## src/verilog/ifu_pkg.sv

```systemverilog
/*
  shared widths, encodings and fixed addresses of the fetch stage
  FIFO_DEPTH must be 2 or more; it also caps the bus requests in flight
*/
`default_nettype none

package ifu_pkg;

  ////////////////////////////////////////////////////////////////////////////
  // widths and sizes
  ////////////////////////////////////////////////////////////////////////////

  localparam int unsigned XLEN       = 32;
  localparam int unsigned FIFO_DEPTH = 2;
  // count holds 0..FIFO_DEPTH, pointer indexes 0..FIFO_DEPTH-1
  localparam int unsigned FIFO_CNT_W = $clog2(FIFO_DEPTH + 1);
  localparam int unsigned FIFO_PTR_W = $clog2(FIFO_DEPTH);

  localparam logic [FIFO_CNT_W-1:0] FIFO_FULL = FIFO_CNT_W'(FIFO_DEPTH);
  localparam logic [FIFO_CNT_W-1:0] CNT_ONE   = FIFO_CNT_W'(1);
  localparam logic [FIFO_PTR_W-1:0] PTR_LAST  = FIFO_PTR_W'(FIFO_DEPTH - 1);

  // fixed entry points
  localparam logic [7:0]      BOOT_OFFSET       = 8'h80;
  localparam logic [XLEN-1:0] DM_HALT_ADDR      = 32'h1A110800;
  localparam logic [XLEN-1:0] DM_EXCEPTION_ADDR = 32'h1A110808;
  // every internal interrupt shares this vector slot
  localparam logic [4:0]      NMI_LOWER_CAUSE   = 5'd31;

  ////////////////////////////////////////////////////////////////////////////
  // selector encodings
  ////////////////////////////////////////////////////////////////////////////

  typedef enum logic [2:0] {
    PC_BOOT = 3'd0,
    PC_JUMP = 3'd1,
    PC_EXC  = 3'd2,
    PC_ERET = 3'd3,
    PC_DRET = 3'd4
  } pc_sel_e;

  typedef enum logic [1:0] {
    EXC_PC_EXC     = 2'd0,
    EXC_PC_IRQ     = 2'd1,
    EXC_PC_DBD     = 2'd2,
    EXC_PC_DBG_EXC = 2'd3
  } exc_pc_sel_e;

  typedef struct packed {
    logic       irq_int;
    logic       irq_ext;
    logic [4:0] lower_cause;
  } exc_cause_t;

  // one returned instruction word, 65 bits
  typedef struct packed {
    logic [XLEN-1:0] addr;
    logic [XLEN-1:0] rdata;
    logic            err;
  } fetch_entry_t;

endpackage

`default_nettype wire

```

## src/verilog/ifu_pc_select.sv

```systemverilog
/*
  next fetch address mux, purely combinational
  boot address and mtvec are taken as 256-byte aligned, low byte is ignored
*/
`timescale 1ns/1ps
`default_nettype none

module ifu_pc_select (
  input  wire logic [ifu_pkg::XLEN-1:0] boot_addr_i,
  input  wire ifu_pkg::pc_sel_e         pc_mux_i,
  input  wire ifu_pkg::exc_pc_sel_e     exc_pc_mux_i,
  input  wire ifu_pkg::exc_cause_t      exc_cause_i,
  input  wire logic [ifu_pkg::XLEN-1:0] branch_target_ex_i,
  input  wire logic [ifu_pkg::XLEN-1:0] csr_mepc_i,
  input  wire logic [ifu_pkg::XLEN-1:0] csr_depc_i,
  input  wire logic [ifu_pkg::XLEN-1:0] csr_mtvec_i,
  input  wire logic                     pc_set_i,
  output logic      [ifu_pkg::XLEN-1:0] fetch_addr_n_o,
  output logic                          csr_mtvec_init_o
);

  logic [4:0]               irq_vec;
  logic [ifu_pkg::XLEN-1:0] exc_pc;
  logic [ifu_pkg::XLEN-1:0] boot_pc;

  // internal interrupts fold onto the NMI slot
  assign irq_vec = exc_cause_i.irq_int ? ifu_pkg::NMI_LOWER_CAUSE
                                       : exc_cause_i.lower_cause;

  assign boot_pc = {boot_addr_i[31:8], ifu_pkg::BOOT_OFFSET};

  // handler address
  always_comb begin
    case (exc_pc_mux_i)
      ifu_pkg::EXC_PC_EXC:     exc_pc = {csr_mtvec_i[31:8], 8'h00};
      // vectored mode, 4 bytes per slot
      ifu_pkg::EXC_PC_IRQ:     exc_pc = {csr_mtvec_i[31:8], 1'b0, irq_vec, 2'b00};
      ifu_pkg::EXC_PC_DBD:     exc_pc = ifu_pkg::DM_HALT_ADDR;
      ifu_pkg::EXC_PC_DBG_EXC: exc_pc = ifu_pkg::DM_EXCEPTION_ADDR;
      default:                 exc_pc = {csr_mtvec_i[31:8], 8'h00};
    endcase
  end

  // next fetch target
  always_comb begin
    case (pc_mux_i)
      ifu_pkg::PC_BOOT: fetch_addr_n_o = boot_pc;
      ifu_pkg::PC_JUMP: fetch_addr_n_o = branch_target_ex_i;
      ifu_pkg::PC_EXC:  fetch_addr_n_o = exc_pc;
      // return from trap
      ifu_pkg::PC_ERET: fetch_addr_n_o = csr_mepc_i;
      // return from debug mode
      ifu_pkg::PC_DRET: fetch_addr_n_o = csr_depc_i;
      default:          fetch_addr_n_o = boot_pc;
    endcase
  end

  // CSR file loads mtvec on the boot redirect only
  assign csr_mtvec_init_o = pc_set_i & (pc_mux_i == ifu_pkg::PC_BOOT);

endmodule

`default_nettype wire

```

## src/verilog/ifu_fetch_fifo.sv

```systemverilog
/*
  circular FIFO of fetched words, FIFO_DEPTH entries, no bypass
  a push is visible at the head one cycle later; clear wins over push
  a push into a full FIFO is dropped
*/
`timescale 1ns/1ps
`default_nettype none

module ifu_fetch_fifo (
  input  wire logic                           clk_i,
  input  wire logic                           rst_ni,
  input  wire logic                           clear_i,
  input  wire logic                           push_i,
  input  wire ifu_pkg::fetch_entry_t          push_entry_i,
  input  wire logic                           pop_i,
  output logic                                valid_o,
  output ifu_pkg::fetch_entry_t               head_o,
  output logic [ifu_pkg::FIFO_CNT_W-1:0]      count_o
);

  ifu_pkg::fetch_entry_t              mem_q [ifu_pkg::FIFO_DEPTH];
  logic [ifu_pkg::FIFO_PTR_W-1:0]     rptr_q;
  logic [ifu_pkg::FIFO_PTR_W-1:0]     wptr_q;
  logic [ifu_pkg::FIFO_CNT_W-1:0]     count_q;
  logic                               push_ok;
  logic                               pop_ok;

  // wrap also for depths that are not a power of two
  function automatic logic [ifu_pkg::FIFO_PTR_W-1:0] ptr_next(
    input logic [ifu_pkg::FIFO_PTR_W-1:0] ptr
  );
    if (ptr == ifu_pkg::PTR_LAST) begin
      return '0;
    end
    return ptr + 1'b1;
  endfunction

  assign pop_ok  = pop_i & (count_q != '0);
  assign push_ok = push_i & (count_q != ifu_pkg::FIFO_FULL);

  always_ff @(posedge clk_i or negedge rst_ni) begin
    if (!rst_ni) begin
      rptr_q  <= '0;
      wptr_q  <= '0;
      count_q <= '0;
      for (int i = 0; i < ifu_pkg::FIFO_DEPTH; i++) begin
        mem_q[i] <= '0;
      end
    end else if (clear_i) begin
      // flush, stored words become unreachable
      rptr_q  <= '0;
      wptr_q  <= '0;
      count_q <= '0;
    end else begin
      if (push_ok) begin
        mem_q[wptr_q] <= push_entry_i;
        wptr_q        <= ptr_next(wptr_q);
      end
      if (pop_ok) begin
        rptr_q <= ptr_next(rptr_q);
      end
      // simultaneous push and pop leaves the count alone
      if (push_ok && !pop_ok) begin
        count_q <= count_q + ifu_pkg::CNT_ONE;
      end else if (pop_ok && !push_ok) begin
        count_q <= count_q - ifu_pkg::CNT_ONE;
      end
    end
  end

  assign valid_o = (count_q != '0);
  assign head_o  = mem_q[rptr_q];
  assign count_o = count_q;

endmodule

`default_nettype wire

```

## src/verilog/ifu_prefetch_buffer.sv

```systemverilog
/*
  word fetch over a request/grant/rvalid bus, responses in grant order
  FIFO entries plus requests in flight never exceed FIFO_DEPTH
  after a redirect, responses of older requests are dropped
*/
`timescale 1ns/1ps
`default_nettype none

module ifu_prefetch_buffer (
  input  wire logic                     clk_i,
  input  wire logic                     rst_ni,
  input  wire logic                     req_i,
  input  wire logic                     branch_i,
  input  wire logic [ifu_pkg::XLEN-1:0] branch_addr_i,
  input  wire logic                     ready_i,
  output logic                          valid_o,
  output ifu_pkg::fetch_entry_t         fetch_o,
  output logic                          instr_req_o,
  output logic      [ifu_pkg::XLEN-1:0] instr_addr_o,
  input  wire logic                     instr_gnt_i,
  input  wire logic                     instr_rvalid_i,
  input  wire logic [ifu_pkg::XLEN-1:0] instr_rdata_i,
  input  wire logic                     instr_bus_err_i,
  output logic                          busy_o
);

  logic [ifu_pkg::XLEN-1:0]       branch_addr_al;
  logic [ifu_pkg::XLEN-1:0]       fetch_addr_q;
  logic [ifu_pkg::XLEN-1:0]       rsp_addr_q;
  logic [ifu_pkg::FIFO_CNT_W-1:0] outst_q;
  logic [ifu_pkg::FIFO_CNT_W-1:0] discard_q;
  logic [ifu_pkg::FIFO_CNT_W-1:0] fifo_count;
  logic [ifu_pkg::FIFO_CNT_W:0]   slots_used;
  logic                           space;
  logic                           req_hold_q;
  logic                           gnt_acc;
  logic                           rsp_keep;
  ifu_pkg::fetch_entry_t          push_entry;

  ////////////////////////////////////////////////////////////////////////////
  // request side
  ////////////////////////////////////////////////////////////////////////////

  assign branch_addr_al = {branch_addr_i[ifu_pkg::XLEN-1:2], 2'b00};

  // one spare bit so the sum cannot wrap
  assign slots_used = {1'b0, fifo_count} + {1'b0, outst_q};
  assign space      = slots_used < {1'b0, ifu_pkg::FIFO_FULL};

  // an ungranted request stays up even if req_i drops
  assign instr_req_o  = (req_i | req_hold_q) & space;
  // the redirect target goes out in the redirect cycle itself
  assign instr_addr_o = branch_i ? branch_addr_al : fetch_addr_q;
  assign gnt_acc      = instr_req_o & instr_gnt_i;

  assign busy_o = instr_req_o | (outst_q != '0);

  always_ff @(posedge clk_i or negedge rst_ni) begin
    if (!rst_ni) begin
      req_hold_q   <= 1'b0;
      fetch_addr_q <= '0;
      outst_q      <= '0;
    end else begin
      req_hold_q <= instr_req_o & ~instr_gnt_i;
      if (gnt_acc) begin
        fetch_addr_q <= instr_addr_o + 32'd4;
      end else if (branch_i) begin
        fetch_addr_q <= branch_addr_al;
      end
      // grant opens a slot on the bus, rvalid closes one
      if (gnt_acc && !instr_rvalid_i) begin
        outst_q <= outst_q + ifu_pkg::CNT_ONE;
      end else if (instr_rvalid_i && !gnt_acc) begin
        outst_q <= outst_q - ifu_pkg::CNT_ONE;
      end
    end
  end

  ////////////////////////////////////////////////////////////////////////////
  // response side
  ////////////////////////////////////////////////////////////////////////////

  // only responses of the current stream enter the FIFO
  assign rsp_keep = instr_rvalid_i & (discard_q == '0);

  always_ff @(posedge clk_i or negedge rst_ni) begin
    if (!rst_ni) begin
      discard_q  <= '0;
      rsp_addr_q <= '0;
    end else begin
      if (branch_i) begin
        // everything still in flight belongs to the old stream,
        // a response arriving now is gone already
        discard_q  <= instr_rvalid_i ? outst_q - ifu_pkg::CNT_ONE : outst_q;
        rsp_addr_q <= branch_addr_al;
      end else if (instr_rvalid_i) begin
        if (discard_q != '0) begin
          discard_q <= discard_q - ifu_pkg::CNT_ONE;
        end else begin
          rsp_addr_q <= rsp_addr_q + 32'd4;
        end
      end
    end
  end

  assign push_entry.addr  = rsp_addr_q;
  assign push_entry.rdata = instr_rdata_i;
  assign push_entry.err   = instr_bus_err_i;

  ifu_fetch_fifo fifo_i (
    .clk_i        (clk_i),
    .rst_ni       (rst_ni),
    .clear_i      (branch_i),
    .push_i       (rsp_keep),
    .push_entry_i (push_entry),
    .pop_i        (ready_i & valid_o),
    .valid_o      (valid_o),
    .head_o       (fetch_o),
    .count_o      (fifo_count)
  );

endmodule

`default_nettype wire

```

## src/verilog/ifu_if_id_reg.sv

```systemverilog
/*
  IF-ID register with valid/new flags and PC increment check
  nothing is accepted in a redirect cycle
*/
`timescale 1ns/1ps
`default_nettype none

module ifu_if_id_reg (
  input  wire logic                     clk_i,
  input  wire logic                     rst_ni,
  input  wire logic                     fetch_valid_i,
  input  wire ifu_pkg::fetch_entry_t    fetch_i,
  input  wire logic                     pmp_err_if_i,
  input  wire logic                     pc_set_i,
  input  wire logic                     id_in_ready_i,
  input  wire logic                     instr_valid_clear_i,
  output logic                          fetch_ready_o,
  output logic                          instr_valid_id_o,
  output logic                          instr_new_id_o,
  output logic      [ifu_pkg::XLEN-1:0] instr_rdata_id_o,
  output logic                          instr_fetch_err_o,
  output logic      [ifu_pkg::XLEN-1:0] pc_id_o,
  output logic                          pc_mismatch_alert_o
);

  logic                     accept;
  logic                     fetch_err;
  logic                     valid_d;
  logic                     seq_q;
  logic                     seq_d;
  logic [ifu_pkg::XLEN-1:0] pc_id_incr;

  // a redirect squashes the head
  assign fetch_ready_o = id_in_ready_i & ~pc_set_i;
  assign accept        = fetch_valid_i & fetch_ready_o;

  // bus and pmp errors are reported the same way
  assign fetch_err = fetch_i.err | pmp_err_if_i;

  // valid holds until ID clears it
  assign valid_d = accept | (instr_valid_id_o & ~instr_valid_clear_i);

  always_ff @(posedge clk_i or negedge rst_ni) begin
    if (!rst_ni) begin
      instr_valid_id_o  <= 1'b0;
      instr_new_id_o    <= 1'b0;
      instr_rdata_id_o  <= '0;
      instr_fetch_err_o <= 1'b0;
      pc_id_o           <= '0;
    end else begin
      instr_valid_id_o <= valid_d;
      instr_new_id_o   <= accept;
      if (accept) begin
        instr_rdata_id_o  <= fetch_i.rdata;
        instr_fetch_err_o <= fetch_err;
        pc_id_o           <= fetch_i.addr;
      end
    end
  end

  ////////////////////////////////////////////////////////////////////////////
  // PC consistency
  ////////////////////////////////////////////////////////////////////////////

  // no check after reset, a redirect or a faulting fetch
  assign seq_d = (seq_q | accept) & ~pc_set_i & ~(accept & fetch_err);

  always_ff @(posedge clk_i or negedge rst_ni) begin
    if (!rst_ni) begin
      seq_q <= 1'b0;
    end else begin
      seq_q <= seq_d;
    end
  end

  assign pc_id_incr = pc_id_o + 32'd4;

  // head of the FIFO must follow the instruction in ID
  assign pc_mismatch_alert_o = seq_q & fetch_valid_i & (fetch_i.addr != pc_id_incr);

endmodule

`default_nettype wire

```

## src/verilog/ifu_if_stage.sv

```systemverilog
/*
  instruction fetch stage top, word-aligned 32-bit instructions only
  pc_set_i is a single-cycle strobe, targets are taken as word aligned
*/
`timescale 1ns/1ps
`default_nettype none

module ifu_if_stage (
  input  wire logic                     clk_i,
  input  wire logic                     rst_ni,
  input  wire logic [ifu_pkg::XLEN-1:0] boot_addr_i,
  input  wire logic                     req_i,
  // instruction bus
  output logic                          instr_req_o,
  output logic      [ifu_pkg::XLEN-1:0] instr_addr_o,
  input  wire logic                     instr_gnt_i,
  input  wire logic                     instr_rvalid_i,
  input  wire logic [ifu_pkg::XLEN-1:0] instr_rdata_i,
  input  wire logic                     instr_bus_err_i,
  input  wire logic                     pmp_err_if_i,
  // control from ID
  input  wire logic                     instr_valid_clear_i,
  input  wire logic                     pc_set_i,
  input  wire ifu_pkg::pc_sel_e         pc_mux_i,
  input  wire ifu_pkg::exc_pc_sel_e     exc_pc_mux_i,
  input  wire ifu_pkg::exc_cause_t      exc_cause_i,
  input  wire logic [ifu_pkg::XLEN-1:0] branch_target_ex_i,
  input  wire logic [ifu_pkg::XLEN-1:0] csr_mepc_i,
  input  wire logic [ifu_pkg::XLEN-1:0] csr_depc_i,
  input  wire logic [ifu_pkg::XLEN-1:0] csr_mtvec_i,
  input  wire logic                     id_in_ready_i,
  // to ID
  output logic                          instr_valid_id_o,
  output logic                          instr_new_id_o,
  output logic      [ifu_pkg::XLEN-1:0] instr_rdata_id_o,
  output logic                          instr_fetch_err_o,
  output logic      [ifu_pkg::XLEN-1:0] pc_id_o,
  output logic      [ifu_pkg::XLEN-1:0] pc_if_o,
  output logic                          csr_mtvec_init_o,
  output logic                          pc_mismatch_alert_o,
  output logic                          if_busy_o
);

  logic [ifu_pkg::XLEN-1:0] fetch_addr_n;
  logic                     fetch_valid;
  logic                     fetch_ready;
  ifu_pkg::fetch_entry_t    fetch_entry;

  ifu_pc_select pc_select_i (
    .boot_addr_i        (boot_addr_i),
    .pc_mux_i           (pc_mux_i),
    .exc_pc_mux_i       (exc_pc_mux_i),
    .exc_cause_i        (exc_cause_i),
    .branch_target_ex_i (branch_target_ex_i),
    .csr_mepc_i         (csr_mepc_i),
    .csr_depc_i         (csr_depc_i),
    .csr_mtvec_i        (csr_mtvec_i),
    .pc_set_i           (pc_set_i),
    .fetch_addr_n_o     (fetch_addr_n),
    .csr_mtvec_init_o   (csr_mtvec_init_o)
  );

  // redirect reaches the bus in the same cycle
  ifu_prefetch_buffer prefetch_buffer_i (
    .clk_i           (clk_i),
    .rst_ni          (rst_ni),
    .req_i           (req_i),
    .branch_i        (pc_set_i),
    .branch_addr_i   (fetch_addr_n),
    .ready_i         (fetch_ready),
    .valid_o         (fetch_valid),
    .fetch_o         (fetch_entry),
    .instr_req_o     (instr_req_o),
    .instr_addr_o    (instr_addr_o),
    .instr_gnt_i     (instr_gnt_i),
    .instr_rvalid_i  (instr_rvalid_i),
    .instr_rdata_i   (instr_rdata_i),
    .instr_bus_err_i (instr_bus_err_i),
    .busy_o          (if_busy_o)
  );

  ifu_if_id_reg if_id_reg_i (
    .clk_i               (clk_i),
    .rst_ni              (rst_ni),
    .fetch_valid_i       (fetch_valid),
    .fetch_i             (fetch_entry),
    .pmp_err_if_i        (pmp_err_if_i),
    .pc_set_i            (pc_set_i),
    .id_in_ready_i       (id_in_ready_i),
    .instr_valid_clear_i (instr_valid_clear_i),
    .fetch_ready_o       (fetch_ready),
    .instr_valid_id_o    (instr_valid_id_o),
    .instr_new_id_o      (instr_new_id_o),
    .instr_rdata_id_o    (instr_rdata_id_o),
    .instr_fetch_err_o   (instr_fetch_err_o),
    .pc_id_o             (pc_id_o),
    .pc_mismatch_alert_o (pc_mismatch_alert_o)
  );

  // PC of the word waiting at the FIFO head
  assign pc_if_o = fetch_entry.addr;

endmodule

`default_nettype wire

```

## config.mk

```make
export PLATFORM = sky130hd
export DESIGN_NAME = ifu_if_stage
export DESIGN_NICKNAME = d
export VERILOG_FILES = /design/src/verilog/ifu_pkg.sv /design/src/verilog/ifu_pc_select.sv /design/src/verilog/ifu_fetch_fifo.sv /design/src/verilog/ifu_prefetch_buffer.sv /design/src/verilog/ifu_if_id_reg.sv /design/src/verilog/ifu_if_stage.sv
export SDC_FILE = /design/constraint.sdc
export NUM_CORES = 1
export LEC_CHECK = 0
export ABC_AREA = 1
export BUFFER_PORTS_ARGS = -buffer_cell sky130_fd_sc_hd__buf_4
export CORE_AREA = 4 4 167 169
export CTS_CLUSTER_DIAMETER = 100
export CTS_CLUSTER_SIZE = 20
export DETAILED_ROUTE_END_ITERATION = 8
export DIE_AREA = 0 0 171 173
export PLACE_DENSITY_LB_ADDON = 0.1
export SLEW_MARGIN = 30
export SYNTH_ARGS = -nofsm -noshare
export SYNTH_HDL_FRONTEND = slang
export SYNTH_SLANG_ARGS = --single-unit
```

## constraint.sdc

```tcl
create_clock -name clk_i -period 6.9 [get_ports clk_i]
set_input_delay 0.345 -clock clk_i [delete_from_list [all_inputs] [get_ports clk_i]]
set_output_delay 0.345 -clock clk_i [all_outputs]
set_load 0.005 [all_outputs]
```

==> flow_metrics.tcl, run 1 <==
set metrics [dict create \
    status "completed" \
    ys.flop_type "dfrtp_1" \
    leakagePower_nw 9.354 \
    final_cell_mix "635 x nand2_1, 325 x buf_4, 262 x dfrtp_1" \
    numCtsBuffers 17 \
    crit_cells 14 \
    postRouteAntennaNets 0 \
    p_sw_mw 2.333 \
    antenna_cells 0 \
    fin_crit_ns 3.443 \
    r2r_start "prefetch_buffer_i.discard_q[0]" \
    setup_tns_ns 0 \
    grt.total_usage_pct 28.46 \
    drv_cap 0 \
    critPathCaptureType "output port" \
    routabilityCongestion 0.9349 \
    synth_cell_types 47 \
    hpwl_microns 31650 \
    die_area_sq_mm 0.02958 \
    reg2reg_to "prefetch_buffer_i.fifo_i.mem_q[58]" \
    nNetsFinal 2577 \
    synth_seq_cells 263 \
    p_int_mw 3.649 \
    clk_latency_ns 0.50 \
    drt_iter0_markers 1243 \
    seqPwrFrac_pct 42.1 \
    final_hold_viol_count 0 \
    die_w_microns 171 \
    pwr-share-clk_pct 16.3 \
    vias 14560 \
    synth_edf_count 0 \
    avgSynthCellArea_sq_um 7.258 \
    max_freq_ghz 0.2904 \
    drt_pass1_iterations 6 \
    critPathTopFamily "simple AND/OR/NAND/NOR gates" \
    pwr-share-comb_pct 41.7 \
    ctsHtreeMaxLevel 1 \
    switching_share_pct 39.00 \
    drcViolationCount 0 \
    cp.buffers_inverters 3 \
    reg2reg_depth 8 \
    rows 60 \
    register_area_sq_mm 0.006583 \
    final_common_cell "nand2_1" \
    slowest_stage "dfrtp_1" \
    drive_gt1_share_pct 19.51 \
    ir_drop_mv 0.1745 \
    startpoint "if_id_reg_i.pc_id_o[4]" \
    die_y_microns 173 \
    synth_area_sq_mm 0.01542 \
    cp_common_cell "nand2_1" \
    overflow 0 \
    fin_worst_skew_ns 0.03539 \
    path_max_fanout 5 \
    start_util_pct 58.03 \
    async_reset_ff_share_pct 100.0 \
    rsz0062_at_grt "no" \
    grt_pass1_vias 13810 \
    fillers 2388 \
    powerDensity_mw_per_mm2 328.2 \
    io_buffers 321 \
    routedWlPerCell_microns 16.06 \
    routed_via_density 5.394 \
    clk_pin_slew_ns 0.08 \
    finalMaxSlewViolations 0 \
    antenna_found_initial 0 \
    synthToLayoutAreaGrowth_pct 18.17 \
    postCtsResizedCells 0 \
    cts_max_path_buffers 3 \
    setup_viol 0 \
    path_cells "nand3_1 > nor2_1 > nand3_1 > inv_1 > nand2_1 > nor2_1 > nand2_1 > xor2_1 > nand2_1 > nor2_1 > nand3_1 > nand2_1 > inv_1 > buf_4" \
    crit_end "pc_mismatch_alert_o" \
    slew_headroom_pct 45.36 \
    max_stage_delay_ns 0.44 \
    ios 349 \
    period_share_pct 49.91 \
    critPathArrivalTime_ns 3.10 \
    cp-start-kind "register" \
    hp-class "in -> reg" \
    cts.sinks 263 \
    synth_warnings 0 \
    ys_seq_area_share_pct 42.67 \
    whs_ns 0.01732 \
    tightest_slew_ns 0.8197 \
    grt_max_degree 169 \
    synth_cells 2125 \
    routed_wl_microns 43340 \
    cts_root_buf "clkbuf_16" \
    grt_pass1_wl_microns 69550 \
    multi_input_area_sq_mm 0.007292 \
    coreArea_sq_mm 0.02658 \
    cts_tree "done" \
    required_ns 6.55 \
    regToRegSetupSlack_ns 3.73 \
    crit_type "reg -> out" \
]
synthesized netlist by cell type (4+ instances only):
cell	number	area [sq um]
nor2_4	10	112.6
a22oi_1	7	52.55
nand2_1	636	2387
o21ai_2	4	35.03
o21ai_0	187	935.9
nor2_1	212	795.8
nand2_2	35	219.0
nand3b_1	5	37.54
xnor2_1	14	122.6
buf_2	9	45.04
nand3_1	113	565.5
a31oi_1	65	406.6
ha_1	6	75.07
nor3_1	25	125.1
nor2_2	14	87.58
nand4_1	44	275.3
xor2_1	48	420.4
or2_2	7	43.79
buf_6	4	45.04
buf_1	12	45.04
clkbuf_1	53	198.9
a21oi_1	19	95.09
nand3_2	8	80.08
dfrtp_1	263	6581
inv_1	233	874.6
buf_4	44	330.3
inv_2	7	26.28
nand2_4	12	135.1
cell families (layout without fill, tap and decap cells):
logic type,Yosys count,after routing,synth area share [%]
AND/OR/NAND/NOR,1130,1130,32.09
buffers and inverters,367,597,10.35
AO/OA/AOI/OAI,292,292,10.35
flip-flops,263,263,42.67
XOR/XNOR,64,64,3.813
adder cells (fa/ha/maj),7,7,0.6166
other,1,4,0.02432
multiplexers,1,1,0.07301
power by group through the flow:
| stage | Clock [mW] | Combinational (mW) | Sequential [mW] |
|---|---|---|---|
| after floorplan | 0 | 1.62 | 2.45 |
| after global placement | 0 | 2.40 | 2.51 |
| after detailed placement | 0 | 2.48 | 2.53 |
| after CTS | 0.994 | 2.49 | 2.51 |
| after global routing | 1.05 | 2.83 | 2.59 |
| final | 0.975 | 2.49 | 2.52 |
per-layer routing:
layer	track usage, %	up-vias	wire length (microns)
li1	-	7154	-
met1	40.60	6839	18980
met2	46.31	497	20400
met3	3.475	68	2786
met4	7.527	0	1172
met5	0	-	0
cell type report:
cell class | instances | area share (%)
multi-input cells | 1498 | 40.01
well taps | 341 | 2.341
flip-flops and latches | 263 | 36.12
repair buffers | 331 | 13.90
clock inverters | 2 | 0.1373
clock buffers | 19 | 2.375
inverters | 245 | 5.115
metrics by stage:
stage / area, sq um / power, mW / setup slack [ns] / utilization [%] / cells
global route: 18230 / 6.462 / 3.187 / 68.58 / 2699
global placement: 17710 / 4.912 / 3.770 / 66.63 / 2675
finish: 18230 / 5.981 / 3.457 / 68.58 / 2699
detailed placement: 17720 / 5.013 / 3.751 / 66.68 / 2675
floorplan: 15430 / 4.076 / 4.428 / - / 2128
CTS: 18200 / 5.994 / 3.476 / 68.47 / 2698
worst register-to-register path, cell delays in order, from the launching register on:
cell	delay, ns
dfrtp_1	0.40
inv_1	0.07
ha_1	0.16
nand2_1	0.18
a21oi_1	0.69
nand3_4	0.70
buf_4	0.58
nand2_1	0.14
o21ai_0	0.09
flip-flops by register name (all words and copies together), names as in the netlist:
| register | count |
|---|---|
| if_id_reg_i.instr_fetch_err_o | 1 |
| if_id_reg_i.instr_new_id_o | 1 |
| if_id_reg_i.instr_rdata_id_o | 32 |
| if_id_reg_i.instr_valid_id_o | 1 |
| if_id_reg_i.pc_id_o | 30 |
| if_id_reg_i.seq_q | 1 |
| prefetch_buffer_i.discard_q | 2 |
| prefetch_buffer_i.fetch_addr_q | 32 |
| prefetch_buffer_i.fifo_i.count_o | 2 |
| prefetch_buffer_i.fifo_i.mem_q | 126 |
| prefetch_buffer_i.fifo_i.rptr_q | 1 |
| prefetch_buffer_i.fifo_i.wptr_q | 1 |
| prefetch_buffer_i.outst_q | 2 |
| prefetch_buffer_i.req_hold_q | 1 |
| prefetch_buffer_i.rsp_addr_q | 30 |
timing repair:
action                    in CTS  in global routing
hold buffers                   2                  0
hold endpoints to repair      96                  0
buffers inserted               0                  0
worst min path at each step:
| stage | start | slack, ns | to | cells past startpoint |
|---|---|---|---|---|
| after CTS | instr_valid_clear_i | 0.01 | if_id_reg_i.instr_valid_id_o | 2 |
| after global placement | rst_ni | 0.42 | if_id_reg_i.pc_id_o[21] | 1 |
| after detailed placement | rst_ni | 0.43 | if_id_reg_i.pc_id_o[20] | 1 |
| after floorplan | rst_ni | 0.05 | if_id_reg_i.instr_fetch_err_o | 0 |
| final | instr_valid_clear_i | 0.02 | if_id_reg_i.instr_valid_id_o | 2 |
| after global routing | instr_valid_clear_i | 0.01 | if_id_reg_i.instr_valid_id_o | 2 |
Power figures use the tool's default switching activity.
==> inputs of run 2 (changes only) <==
ABC_AREA = 0   (was 1)
CORE_AREA = 4 4 169 171   (was 4 4 167 169)
DIE_AREA = 0 0 173 175   (was 0 0 171 173)
clock period = 3.3 ns   (was 6.9 ns; I/O delays follow)
==> run 2 against run 1 <==
- hold slack improved by 0.037 ns
- first-iteration DRC count shrank 22%
- worst setup slack worse by 3.3 ns
- total power up 100%
- clock skew shrank 0.014 ns
- synthesized cell count is 35% lower
- largest cell class unchanged
- non-clock buffer count grew 68
- sequential cell count unchanged
- cell count is 24% lower
- routed wire length shrank 3.9%
- global-route usage fell by 1.9 points
==> flow_metrics.tcl, run 2 <==
set metrics [dict create \
    status "completed" \
    grt_pass1_wl_microns 65400 \
    synth_top_area_cell "dfrtp_1" \
    die_w_microns 173 \
    reg2reg_to "prefetch_buffer_i.fetch_addr_q[15]" \
    critPathArrivalTime_ns 3.01 \
    path_cells "buf_4 > mux2_2 > xor2_1 > xnor2_1 > nor4_2 > nand4_1 > nor4_1 > a31oi_1 > buf_4" \
    dpl_cell_area_sq_mm 0.01715 \
    drv_cap 0 \
    largest_reg_flops 126 \
    synth_common_cells "263 x dfrtp_1, 159 x nand2_1, 145 x mux2_2" \
    final_hold_viol_count 0 \
    slowest_stage "dfrtp_4" \
    pwr-share-comb_pct 39.1 \
    cp.buffers_inverters 2 \
    crit_end "pc_mismatch_alert_o" \
    seqPwrFrac_pct 43.1 \
    numCtsBuffers 17 \
    synth_cell_types 97 \
    hpwl_microns 30870 \
    overflow 0 \
    final_common_cell "buf_4" \
    critPathCaptureType "output port" \
    synth_most_common_cell "dfrtp_1" \
    reg2reg_depth 10 \
    powerDensity_mw_per_mm2 659.7 \
    tightest_slew_ns 0.9680 \
    fin_crit_ns 3.179 \
    cts_max_path_buffers 3 \
    synth_area_sq_mm 0.01463 \
    routabilityCongestion 0.9718 \
    grt_max_degree 91 \
    crit_cells 9 \
    cp_common_cell "buf_4" \
    io_buffers 321 \
    fillers 2134 \
    max_stage_delay_ns 0.53 \
    startpoint "prefetch_buffer_i.fifo_i.rptr_q" \
    synthToLayoutAreaGrowth_pct 23.85 \
    p_sw_mw 4.060 \
    ios 349 \
    final_cells 2042 \
    min_from "pmp_err_if_i" \
    nNetsFinal 1919 \
    setup_tns_ns 0 \
    max_freq_ghz 0.3145 \
    required_ns 3.13 \
    leakagePower_nw 8.268 \
    routedWlPerCell_microns 20.40 \
    crit_type "reg -> out" \
    dp.cells 1977 \
    switching_share_pct 33.97 \
    ys_seq_area_share_pct 45.00 \
    fin_worst_skew_ns 0.02093 \
    cts_tree "done" \
    final_area_sq_mm 0.01811 \
    die_area_sq_mm 0.03028 \
    synth_seq_cells 263 \
    routed_wl_microns 41670 \
    vias 11770 \
    drt_pass1_iterations 6 \
    synth_warnings 0 \
    die_y_microns 175 \
    path_max_fanout 10 \
    rows 60 \
    pwr-share-clk_pct 17.7 \
    p_int_mw 7.891 \
    cp-start-kind "register" \
    coreArea_sq_mm 0.02688 \
    slew_headroom_pct 35.46 \
    hp-class "in -> reg" \
    cts_root_buf "clkbuf_16" \
    drt_iter0_markers 964 \
    antenna_found_initial 0 \
    grt_pass1_vias 11890 \
    drcViolationCount 0 \
    rsz0062_at_grt "yes" \
    ir_drop_mv 0.3603 \
    start_util_pct 54.42 \
    routed_via_density 5.763 \
    final_cell_mix "353 x buf_4, 261 x dfrtp_1, 159 x nand2_1" \
    cts.sinks 263 \
    r2r_start "prefetch_buffer_i.outst_q[0]" \
    regToRegSetupSlack_ns 0.21 \
    finalMaxSlewViolations 0 \
    clk_pin_slew_ns 0.09 \
    avgSynthCellArea_sq_um 10.55 \
    setup_viol 0 \
    period_share_pct 96.34 \
    synth_edf_count 0 \
    postRouteAntennaNets 0 \
    clk_latency_ns 0.50 \
    synth_cells 1386 \
    regMostFlops "prefetch_buffer_i.fifo_i.mem_q" \
    largestRegisters "prefetch_buffer_i.fifo_i.mem_q (126), if_id_reg_i.instr_rdata_id_o (32), prefetch_buffer_i.fetch_addr_q (32)" \
    ctsHtreeMaxLevel 1 \
    synth_top_area_share_pct 45.00 \
    ys.flop_type "dfrtp_1" \
    async_reset_ff_share_pct 100.0 \
    synth_area_leaders "dfrtp_1 45%, mux2_2 11%, nand2_1 4.1%, mux2i_1 3.6%, xnor2_1 3.0%" \
    grt.total_usage_pct 26.58 \
    drive_gt1_share_pct 34.98 \
    antenna_cells 0 \
    critPathTopFamily "simple AND/OR/NAND/NOR gates" \
]
==> run 2: cell count changes after synthesis, moves of 29 or more <==
cell,before,now
nand4_1,44,15
mux2i_1,0,52
nand3_1,113,25
nand2_1,636,159
nor2_1,212,59
o21ai_0,187,83
xnor2_1,14,50
a31oi_1,65,14
inv_1,233,40
nand2_2,35,0
mux2_2,1,145
==> run 2: cell type report <==
type,instances,area [sq um],area share (%)
clock inverters,4,55.05,0.3039
well taps,341,426.7,2.355
flip-flops and latches,263,6586,36.36
repair buffers,399,3171,17.50
multi-input cells,973,7282,40.20
clock buffers,18,429.2,2.369
inverters,44,165.2,0.9117
==> run 2: how the worst min path moves through the flow <==
| stage | to | depth (start not counted) | slack, ns |
|---|---|---|---|
| floorplan | if_id_reg_i.instr_fetch_err_o | 0 | -0.13 |
| global route | prefetch_buffer_i.req_hold_q | 4 | 0.07 |
| global placement | if_id_reg_i.pc_id_o[3] | 1 | 0.21 |
| finish | if_id_reg_i.instr_fetch_err_o | 4 | 0.05 |
| CTS | if_id_reg_i.instr_fetch_err_o | 4 | 0.03 |
| detailed placement | if_id_reg_i.pc_id_o[3] | 1 | 0.21 |
==> run 2: power by group through the flow <==
stage               logic (mW)  registers [mW]  clock network (mW)
floorplan                 2.98            5.02                   0
global placement          4.49            5.14                   0
detailed placement        4.59            5.22                   0
CTS                       4.67            5.15                2.18
global route              5.12            5.32                2.29
finish                    4.68            5.16                2.12
==> run 2: worst min-delay path, cell delays in order <==
cell and delay [ns]:
buf_4 0.08, a2111oi_0 0.05, buf_4 0.14, nor2_1 0.09
==> run 2: per-stage QoR <==
step / hold slack, ns / utilization, % / setup WS, ns / total power [mW]
3_5_place_dp: 0.2072 / 63.80 / 0.1107 / 9.801
3_3_place_gp: 0.2142 / 63.80 / 0.1840 / 9.633
5_1_grt: 0.06945 / 67.40 / -0.05843 / 12.73
4_1_cts: 0.03031 / 67.19 / 0.0006097 / 12.00
6_report: 0.05418 / 67.40 / 0.1208 / 11.95
2_1_floorplan: -0.1306 / - / 0.3337 / 7.995
==> run 2: timing repair <==
item / CTS / global route
setup buffers: 1 / 3
resized for setup: 4 / 7
endpoints found under the hold margin: 157 / 0
hold buffers: 39 / 0
setup endpoints to repair: 1 / 7
pin swaps: 0 / 1
==> run 2: layer usage <==
metal | vias up | wire [microns] | global-route usage, %
li1 | 5515 | - | -
met1 | 5783 | 17820 | 35.80
met2 | 408 | 20090 | 44.69
met3 | 62 | 2845 | 5.236
met4 | 0 | 907 | 6.485
met5 | - | 0 | 0
==> run 2: cell families (layout without fill, tap and decap cells) <==
group | count (synthesis) | in the layout | share of synthesized area [%]
xor+xnor | 97 | 97 | 6.031
fa+ha+maj | 7 | 7 | 0.6501
compound gates | 270 | 270 | 12.97
flops | 263 | 263 | 45.00
other cells | 1 | 4 | 0.02564
mux | 197 | 197 | 14.72
simple gates | 398 | 398 | 14.82
buf+inv | 153 | 465 | 5.791
